**src/verilog/gf4_elim_pkg.sv**
```systemverilog
package gf4_elim_pkg;

  //////////////////////////////
  // array geometry and latencies
  //////////////////////////////

  localparam int n_dim = 4;
  localparam int cnt_w = $clog2(n_dim);

  // in reg, n_dim array rows, n_dim-1 deskew stages, out reg
  localparam int res_latency = 2 * n_dim + 1;

  // finish to first pivot row on piv_row
  localparam int unload_latency = 2;

  //////////////////////////////
  // types
  //////////////////////////////

  // GF(2^2), field polynomial x^2 + x + 1
  typedef logic [1:0] gf_elem_t;

  // element 0 sits in the low bits
  typedef gf_elem_t [n_dim-1:0] row_t;

  typedef enum logic [1:0] {
    OP_NONE  = 2'd0,
    OP_PASS  = 2'd1,
    OP_STORE = 2'd2,
    OP_ELIM  = 2'd3
  } op_e;

  // horizontal link
  typedef struct packed {
    op_e      op;
    gf_elem_t fac;
  } cell_op_t;

  // vertical link
  typedef struct packed {
    logic     valid;
    gf_elem_t elem;
  } cell_data_t;

  //////////////////////////////
  // arithmetic
  //////////////////////////////

  function automatic gf_elem_t gf_add(gf_elem_t a, gf_elem_t b);
    return a ^ b;
  endfunction

  function automatic gf_elem_t gf_mul(gf_elem_t a, gf_elem_t b);
    gf_elem_t p;
    // x^2 folds back as x + 1
    p[0] = (a[0] & b[0]) ^ (a[1] & b[1]);
    p[1] = (a[1] & b[0]) ^ (a[0] & b[1]) ^ (a[1] & b[1]);
    return p;
  endfunction

  // inverse is a^2 here, 0 maps to 0 but is never asked for
  function automatic gf_elem_t gf_inv(gf_elem_t a);
    return {a[1], a[1] ^ a[0]};
  endfunction

  // shift depth of one skew column
  function automatic int skew_depth(bit reverse, int col);
    return reverse ? n_dim - 1 - col : col;
  endfunction

endpackage

```
**src/verilog/elim_array.sv**
```systemverilog
module elim_array import gf4_elim_pkg::*; (
  input  logic                   clk,
  input  logic                   reset,
  input  cell_data_t [n_dim-1:0] top_cols,
  output cell_data_t [n_dim-1:0] bottom_cols,
  output logic [n_dim-1:0]       piv_held,
  output row_t [n_dim-1:0]       stored_rows
);

  // per-cell nets
  cell_data_t cell_din    [n_dim][n_dim];
  cell_data_t cell_dout   [n_dim][n_dim];
  cell_op_t   cell_oout   [n_dim][n_dim];
  gf_elem_t   cell_stored [n_dim][n_dim];
  logic       cell_held   [n_dim];

  // registered links, data down and ops right
  cell_data_t [n_dim-1:0][n_dim-1:0] data_link;
  cell_op_t   [n_dim-1:0][n_dim-1:1] op_link;

  //////////////////////////////
  // cell grid
  //////////////////////////////

  for (genvar i = 0; i < n_dim; i++) begin : g_row
    for (genvar j = 0; j < n_dim; j++) begin : g_col
      if (i == 0) begin : g_top
        assign cell_din[i][j] = top_cols[j];
      end else begin : g_inner
        assign cell_din[i][j] = data_link[i-1][j];
      end

      if (j == i) begin : g_piv
        pivot_cell u_piv (
          .clk      (clk),
          .reset    (reset),
          .data_in  (cell_din[i][j]),
          .data_out (cell_dout[i][j]),
          .op_out   (cell_oout[i][j]),
          .held     (cell_held[i]),
          .stored   (cell_stored[i][j])
        );
      end else begin : g_elim
        cell_op_t op_in;

        // left of the diagonal only zeros or absorbed rows go by
        if (j < i) begin : g_left
          assign op_in = '{op: OP_NONE, fac: '0};
        end else begin : g_right
          assign op_in = op_link[i][j];
        end

        elim_cell u_elim (
          .clk      (clk),
          .reset    (reset),
          .data_in  (cell_din[i][j]),
          .op_in    (op_in),
          .data_out (cell_dout[i][j]),
          .op_out   (cell_oout[i][j]),
          .stored   (cell_stored[i][j])
        );
      end
    end
  end

  //////////////////////////////
  // link registers
  //////////////////////////////

  always_ff @(posedge clk) begin
    for (int i = 0; i < n_dim; i++) begin
      for (int j = 0; j < n_dim; j++) begin
        data_link[i][j] <= cell_dout[i][j];
        if (j > 0) begin
          op_link[i][j] <= cell_oout[i][j-1];
        end
      end
    end
    if (reset) begin
      for (int i = 0; i < n_dim; i++) begin
        for (int j = 0; j < n_dim; j++) begin
          data_link[i][j].valid <= 1'b0;
          if (j > 0) begin
            op_link[i][j].op <= OP_NONE;
          end
        end
      end
    end
  end

  assign bottom_cols = data_link[n_dim-1];

  always_comb begin
    for (int i = 0; i < n_dim; i++) begin
      piv_held[i] = cell_held[i];
      for (int j = 0; j < n_dim; j++) begin
        stored_rows[i][j] = cell_stored[i][j];
      end
    end
  end

endmodule

```
**src/verilog/elim_cell.sv**
```systemverilog
module elim_cell import gf4_elim_pkg::*; (
  input  logic       clk,
  input  logic       reset,
  input  cell_data_t data_in,
  input  cell_op_t   op_in,
  output cell_data_t data_out,
  output cell_op_t   op_out,
  output gf_elem_t   stored
);

  // scaled pivot row element
  always_ff @(posedge clk) begin
    if (reset) begin
      stored <= '0;
    end else if (op_in.op == OP_STORE) begin
      stored <= gf_mul(data_in.elem, op_in.fac);
    end
  end

  always_comb begin
    data_out = data_in;
    case (op_in.op)
      OP_STORE: data_out.valid = 1'b0;
      OP_ELIM:  data_out.elem  = gf_add(data_in.elem, gf_mul(op_in.fac, stored));
      default:  data_out = data_in;
    endcase
  end

  // next column picks this up through its link register
  assign op_out = op_in;

endmodule

```
**src/verilog/elim_ctrl.sv**
```systemverilog
module elim_ctrl import gf4_elim_pkg::*; (
  input  logic                   clk,
  input  logic                   reset,
  input  logic                   row_valid,
  input  row_t                   row_in,
  input  logic                   finish,
  input  cell_data_t [n_dim-1:0] out_cols,
  input  logic [n_dim-1:0]       piv_held,
  input  row_t [n_dim-1:0]       stored_rows,
  output cell_data_t [n_dim-1:0] in_cols,
  output logic                   res_valid,
  output row_t                   res_row,
  output logic                   piv_valid,
  output row_t                   piv_row,
  output logic                   full_rank
);

  typedef enum logic {
    IDLE,
    UNLOAD
  } ctrl_state_e;

  logic             in_valid_q;
  row_t             in_row_q;
  ctrl_state_e      state;
  logic [cnt_w-1:0] row_cnt;

  //////////////////////////////
  // input side
  //////////////////////////////

  always_ff @(posedge clk) begin
    in_row_q <= row_in;
    if (reset) begin
      in_valid_q <= 1'b0;
    end else begin
      in_valid_q <= row_valid;
    end
  end

  always_comb begin
    for (int j = 0; j < n_dim; j++) begin
      in_cols[j].valid = in_valid_q;
      in_cols[j].elem  = in_row_q[j];
    end
  end

  //////////////////////////////
  // residual side
  //////////////////////////////

  // the last column is dropped by whichever pivot absorbs the row,
  // lower columns can still carry a stale valid
  always_ff @(posedge clk) begin
    for (int j = 0; j < n_dim; j++) begin
      res_row[j] <= out_cols[j].elem;
    end
    if (reset) begin
      res_valid <= 1'b0;
    end else begin
      res_valid <= out_cols[n_dim-1].valid;
    end
  end

  //////////////////////////////
  // unload FSM
  //////////////////////////////

  always_ff @(posedge clk) begin
    if (reset) begin
      state   <= IDLE;
      row_cnt <= '0;
    end else begin
      case (state)
        IDLE: begin
          if (finish) begin
            state   <= UNLOAD;
            row_cnt <= '0;
          end
        end
        UNLOAD: begin
          row_cnt <= row_cnt + 1'b1;
          if (row_cnt == cnt_w'(n_dim - 1)) begin
            state <= IDLE;
          end
        end
        default: state <= IDLE;
      endcase
    end
  end

  always_ff @(posedge clk) begin
    piv_row <= stored_rows[row_cnt];
    if (reset) begin
      piv_valid <= 1'b0;
      full_rank <= 1'b0;
    end else begin
      piv_valid <= (state == UNLOAD);
      full_rank <= &piv_held;
    end
  end

  a_no_finish_in_unload: assert property (
    @(posedge clk) disable iff (reset) state == UNLOAD |-> !finish
  );

  // first pivot row lands a fixed time after finish
  a_unload_start: assert property (
    @(posedge clk) disable iff (reset)
    finish && state == IDLE |-> ##unload_latency piv_valid
  );

endmodule

```
**src/verilog/gf4_elim_top.sv**
```systemverilog
module gf4_elim_top import gf4_elim_pkg::*; (
  input  logic clk,
  input  logic reset,
  input  logic row_valid,
  input  row_t row_in,
  input  logic finish,
  output logic res_valid,
  output row_t res_row,
  output logic piv_valid,
  output row_t piv_row,
  output logic full_rank
);

  cell_data_t [n_dim-1:0] in_cols;
  cell_data_t [n_dim-1:0] skew_cols;
  cell_data_t [n_dim-1:0] bottom_cols;
  cell_data_t [n_dim-1:0] out_cols;
  logic [n_dim-1:0]       piv_held;
  row_t [n_dim-1:0]       stored_rows;

  elim_ctrl u_ctrl (
    .clk         (clk),
    .reset       (reset),
    .row_valid   (row_valid),
    .row_in      (row_in),
    .finish      (finish),
    .out_cols    (out_cols),
    .piv_held    (piv_held),
    .stored_rows (stored_rows),
    .in_cols     (in_cols),
    .res_valid   (res_valid),
    .res_row     (res_row),
    .piv_valid   (piv_valid),
    .piv_row     (piv_row),
    .full_rank   (full_rank)
  );

  // column j enters j cycles late
  skew_buffer #(.reverse(1'b0)) u_skew_in (
    .clk      (clk),
    .reset    (reset),
    .cols_in  (in_cols),
    .cols_out (skew_cols)
  );

  elim_array u_array (
    .clk         (clk),
    .reset       (reset),
    .top_cols    (skew_cols),
    .bottom_cols (bottom_cols),
    .piv_held    (piv_held),
    .stored_rows (stored_rows)
  );

  // realign the bottom columns
  skew_buffer #(.reverse(1'b1)) u_skew_out (
    .clk      (clk),
    .reset    (reset),
    .cols_in  (bottom_cols),
    .cols_out (out_cols)
  );

endmodule

```
**src/verilog/pivot_cell.sv**
```systemverilog
module pivot_cell import gf4_elim_pkg::*; (
  input  logic       clk,
  input  logic       reset,
  input  cell_data_t data_in,
  output cell_data_t data_out,
  output cell_op_t   op_out,
  output logic       held,
  output gf_elem_t   stored
);

  typedef enum logic {
    EMPTY,
    HELD
  } piv_state_e;

  piv_state_e state;

  always_ff @(posedge clk) begin
    if (reset) begin
      state <= EMPTY;
    end else if (state == EMPTY && data_in.valid && data_in.elem != '0) begin
      state <= HELD;
    end
  end

  always_comb begin
    op_out   = '{op: OP_NONE, fac: '0};
    data_out = data_in;
    if (data_in.valid) begin
      if (state == HELD) begin
        // factor is the element itself, the pivot column cancels to zero
        op_out        = '{op: OP_ELIM, fac: data_in.elem};
        data_out.elem = '0;
      end else if (data_in.elem != '0) begin
        // row is absorbed here
        op_out         = '{op: OP_STORE, fac: gf_inv(data_in.elem)};
        data_out.valid = 1'b0;
      end else begin
        op_out.op = OP_PASS;
      end
    end
  end

  assign held = (state == HELD);

  // normalized pivot row has 1 on the diagonal
  assign stored = gf_elem_t'(held);

  a_store_once: assert property (
    @(posedge clk) disable iff (reset)
    op_out.op == OP_STORE |-> !held ##1 held
  );

endmodule

```
**src/verilog/skew_buffer.sv**
```systemverilog
module skew_buffer import gf4_elim_pkg::*; #(
  parameter bit reverse = 1'b0
) (
  input  logic                   clk,
  input  logic                   reset,
  input  cell_data_t [n_dim-1:0] cols_in,
  output cell_data_t [n_dim-1:0] cols_out
);

  for (genvar j = 0; j < n_dim; j++) begin : g_col
    if (skew_depth(reverse, j) == 0) begin : g_direct
      assign cols_out[j] = cols_in[j];
    end else begin : g_shift
      cell_data_t [skew_depth(reverse, j)-1:0] pipe;

      always_ff @(posedge clk) begin
        pipe[0] <= cols_in[j];
        for (int k = 1; k < skew_depth(reverse, j); k++) begin
          pipe[k] <= pipe[k-1];
        end
        // drop any row in flight
        if (reset) begin
          for (int k = 0; k < skew_depth(reverse, j); k++) begin
            pipe[k].valid <= 1'b0;
          end
        end
      end

      assign cols_out[j] = pipe[skew_depth(reverse, j)-1];
    end
  end

endmodule
```
**config.mk**
```make
export PLATFORM = sky130hd
export DESIGN_NAME = gf4_elim_top
export DESIGN_NICKNAME = d
export VERILOG_FILES = /design/src/verilog/gf4_elim_pkg.sv /design/src/verilog/elim_array.sv /design/src/verilog/elim_cell.sv /design/src/verilog/elim_ctrl.sv /design/src/verilog/gf4_elim_top.sv /design/src/verilog/pivot_cell.sv /design/src/verilog/skew_buffer.sv
export SDC_FILE = /design/constraint.sdc
export NUM_CORES = 1
export LEC_CHECK = 0
export BUFFER_PORTS_ARGS = -buffer_cell sky130_fd_sc_hd__buf_2
export CAP_MARGIN = 20
export CORE_MARGIN = 2
export CORE_UTILIZATION = 55
export DETAILED_ROUTE_END_ITERATION = 16
export PLACE_DENSITY = 0.86
export SETUP_SLACK_MARGIN = 0.05
export SYNTH_ARGS = -nofsm -noshare
export SYNTH_HDL_FRONTEND = slang
export SYNTH_HIERARCHICAL = 1
export SYNTH_SLANG_ARGS = --single-unit
```
**constraint.sdc**
```tcl
create_clock -name clk -period 1.13 [get_ports clk]
set_input_delay 0.113 -clock clk [delete_from_list [all_inputs] [get_ports clk]]
set_output_delay 0.113 -clock clk [all_outputs]
set_load 0.01 [all_outputs]
```
### Yosys cells after proc, flatten, opt, wreduce, memory -nomap -nowiden

Cells that the tools add are included.

* register bits after elaboration: 137
* input port bits: 12
* output and inout bits: 19
* logic and storage cells: 251

* add/sub/neg operators: 1
* order comparisons: 1
* eq/ne operators: 14
* mux-type cells: 32
* bitwise operators: 102
* reductions and logical operators: 23

Operator list (count)
* 1-bit bitwise AND: 48
* 2-bit two-way mux: 21
* 1-bit bitwise XOR: 39
* 2-bit == test (second input constant): 13
* 2-bit OR reduction: 10
* 8-bit binary-select mux with 2-bit select: 1
* 4-bit two-way mux: 3
* 2-bit bitwise XOR: 6
* 1-bit inverter: 9
* 1-bit logical AND: 8
* 8-bit two-way mux: 1
* 2-bit nonzero test: 4
* 1-bit two-way mux: 4
* 2-bit one-hot mux with 2 select lines: 1
* 4-bit AND reduction: 1
* 2-bit by 3-bit < comparator with 1-bit output (second input constant): 1
* 2-bit by 1-bit adder with 2-bit output (second input constant): 1
* 2-bit inequality test (second input constant): 1
* 1-bit one-hot mux with 2 select lines: 1

### Longest topological paths before layout

* word-level depth: 5
* mapped depth: 6

### Modules after synthesis

The synthesis kept the hierarchy.

Modules (own cells, without submodules)
* elim_cell: times used 12, cells each 32, area each 237.7 µm², sequential area each 40.0 µm²
* elim_array: times used 1, cells each 103, area each 1662.8 µm², sequential area each 1441.4 µm²
* elim_ctrl: times used 1, cells each 59, area each 943.4 µm², sequential area each 620.6 µm²
* skew_buffer: times used 2, cells each 33, area each 465.4 µm², sequential area each 360.3 µm²
* pivot_cell: times used 4, cells each 20, area each 143.9 µm², sequential area each 20.0 µm²

### Worst setup path after synthesis

OpenSTA, ideal clock, no wires.

* path type: reg2reg
* from: register u_ctrl.in_row_q (netlist bit u_ctrl/in_cols[0])
* to: register u_array.op_link (netlist bit u_array/g_row[0].g_col[1].g_elim.op_in[2])
* library setup time: 0.114 ns
* arrival: 1.018 ns
* data required time: 1.016 ns
* path slack: -0.001 ns
* cell stages (with the launch flop): 7
* period minus slack after synthesis: 1.131 ns
* cell sequence: dfxtp_1 > buf_4 > inv_1 > ha_1 > o21a_1 > buf_4 > nor2b_1

* longest elaborated chain between the ends: 3

Ends and longest elaborated chain
* start: declaration: RTL line elim_ctrl.sv:24 `row_t in_row_q;`
* start signal: assignment: RTL line elim_ctrl.sv:33 `in_row_q <= row_in;`
* 2-bit nonzero test: RTL line pivot_cell.sv:34 `end else if (data_in.elem != '0) begin`
* 2-bit two-way mux: RTL line pivot_cell.sv:34
* 4-bit two-way mux: RTL line pivot_cell.sv:30 `if (state == HELD) begin`
* end signal: indexed assignment: RTL line elim_array.sv:75 `op_link[i][j] <= cell_oout[i][j-1];`
* end: declaration: RTL line elim_array.sv:19 `cell_op_t [n_dim-1:0][n_dim-1:1] op_link;`

No other way between the ends.
A chain may end at the register's enable or synchronous reset.

==> out/qor.yml <==
run_status:
  status: "finished with violations"
  violations: "setup timing"
global_route:
  grt_pass1_wl_um: 18800
  antenna_found_initial: 0
  overflow: 0
  grt_start_max_net_pins: 60
  grt_pass1_vias: 4238
  grt_use_total_pct: 20.6
power:
  p_total_mw: 12.7
  power_density_nw_per_um2: 1650
  peakVddDrop_mv: 1.25
  leakagePower_nw: 3.21
finish:
  fin_cells: 907
  final_common_cell: "dfxtp_1"
  fin_nets: 775
  drive_gt1_share_pct: 24.9
  final_cell_mix: "dfxtp_1, conb_1, nand2_1, nor2b_1, xnor2_1"
  syn2layout_area_growth_pct: 24.5
  antennaDiodeCount: 0
setup_path:
  critical-path-top-delay-family: "flip-flops"
  critPathRequiredTime_ps: 1460
  r2r_start: "u_array/g_row[0].g_col[2].g_elim.op_in[1]$_DFF_P_"
  critPathSlowestCell: "dfxtp_4"
  endpoint_kind: "flip-flop"
  arrival_ps: 1540
  cp-startpoint: "u_array/g_row[0].g_col[2].g_elim.op_in[1]$_DFF_P_"
  rrSetupSlack_ps: -80
  path_class: "reg2reg"
  worst_r2r_path_depth: 4
  critPathMaxStageDelay_ps: 400
  reg2reg_to: "u_array/cell_din[28]$_DFF_P_"
  crit_buf_inv: 0
  cp_max_fo: 6
  cp.depth: 4
  path_cells: "nor3b_2 -> o21ai_1 -> a21oi_2 -> xor2_1"
  crit_end: "u_array/cell_din[28]$_DFF_P_"
  start_kind: "flip-flop"
timing:
  setup_violations: 1
  whs_ps: 321
  setup_slack_ps: -82.7
  fmax_mhz: 825
  fin_crit_ps: 1210
  skew_ps: 8.68
  slew_violations: 0
  post-route-period-util_pct: 107
  hold_violations: 0
  rsz0062_at_grt: "true"
routing:
  vias_per_cell: 4.86
  route.detailed.drc: 0
  first_pass_iters: 5
  post_drt_wl_per_cell_um: 14.1
  drt_wl_total_um: 12800
  antenna_left: 0
  dr.first_iter.drc_count: 269
  num_vias: 4406
clocking:
  cts_root_buf: "clkbuf_16"
  clock_latency_ps: 420
  cts_buffers: 17
  clkTransAtPathRegs_ps: 60
  cts_tree: "built"
  htreeDepth: 4
  clock_sinks: 152
  ctsLongestPathBuffers: 2
floorplan:
  dieArea_sq_um: 12100
  io_pins: 31
  core_area_sq_um: 10900
  die-height_um: 110
  die_w_um: 110
  std_cell_rows: 38
  initial_core_util_pct: 56.8
placement:
  dp_hpwl_um: 7530
  portBuffers: 30
  place_inst: 862
  gp_congestion: 0.874
synth:
  ys_warn_count: 6
  netlist_instances: 612
  netlist_area_sq_um: 6210
  syn_area_per_cell_sq_um: 10.1
min_path:
  hold_start: "row_in[4]"
  worstHoldPathType: "in2reg"
job:
  maxCapViolations: 0
-- worst min-delay path by stage --
stage                                      to  slack (ps)  cells after the start
floorplan           u_ctrl/in_cols[0]$_DFF_P_         140                      0
global placement    u_ctrl/in_cols[4]$_DFF_P_         220                      1
detailed placement  u_ctrl/in_cols[0]$_DFF_P_         220                      1
CTS                 u_ctrl/in_cols[6]$_DFF_P_         300                      2
global route        u_ctrl/in_cols[0]$_DFF_P_         310                      2
finish              u_ctrl/in_cols[6]$_DFF_P_         320                      2
-- final cells by class --
| cell class | instances | area (sq um) |
|---|---|---|
| clock buffers | 21 | 450 |
| clock inverters | 11 | 173 |
| fillers | 734 | 3210 |
| inverters | 12 | 45.0 |
| multi-input cells | 508 | 3310 |
| flip-flops and latches | 152 | 3100 |
| well taps | 140 | 175 |
| repair buffers | 63 | 469 |
-- where the power goes --
part           switching, mW  leakage [nW]  total, mW  internal (mW)
clock network           2.19         0.289       5.95           3.75
logic                  0.424          1.64      0.867          0.443
registers              0.240          1.27       5.91           5.67
total                   2.86          3.21       12.7           9.86
-- routing by layer --
| metal | vias up | share of wire, % | track usage, % |
|---|---|---|---|
| met4 | 0 | 2.2 | 7.23 |
| met1 | 2099 | 40 | 21.6 |
| met3 | 29 | 3.7 | 6.70 |
| li1 | 2155 | - | - |
| met5 | - | 0 | 0 |
| met2 | 123 | 54 | 38.3 |
-- metrics by stage --
step / TNS [ps] / worst slack (ps) / instance area [sq um] / utilization [%]
floorplan: 0 / 34.3 / 6610 / -
global placement: 0 / 52.9 / 6750 / 61.7
detailed placement: 0 / 27.1 / 6750 / 61.7
CTS: 0 / 15.4 / 7510 / 68.7
global route: -181 / -53.5 / 7730 / 70.7
finish: -82.7 / -82.7 / 7730 / 70.7
-- registers in the layout, summed over array words and instances, names as in the netlist, 6 cells and up --
register,count
u_array/bottom_cols,9
u_ctrl/piv_row,8
u_skew_in/g_col.g_shift.pipe,9
u_skew_out/cols_out,6
u_array/g_row.g_col.g_elim.u_elim/stored,24
u_skew_out/g_col.g_shift.pipe,6
u_ctrl/res_row,8
u_array/g_row.g_col.g_elim.op_in,24
u_array/cell_din,30
u_ctrl/in_cols,8
u_skew_in/cols_out,9
-- timing repair --
item	CTS	global route
pin swaps	2	17
gates resized for setup	16	70
cloned	0	0
hold endpoints to repair	12	0
hold buffers	11	0
buffers inserted	0	2
setup endpoints to repair	19	40
No activity file was read; power rests on OpenSTA's default activity.
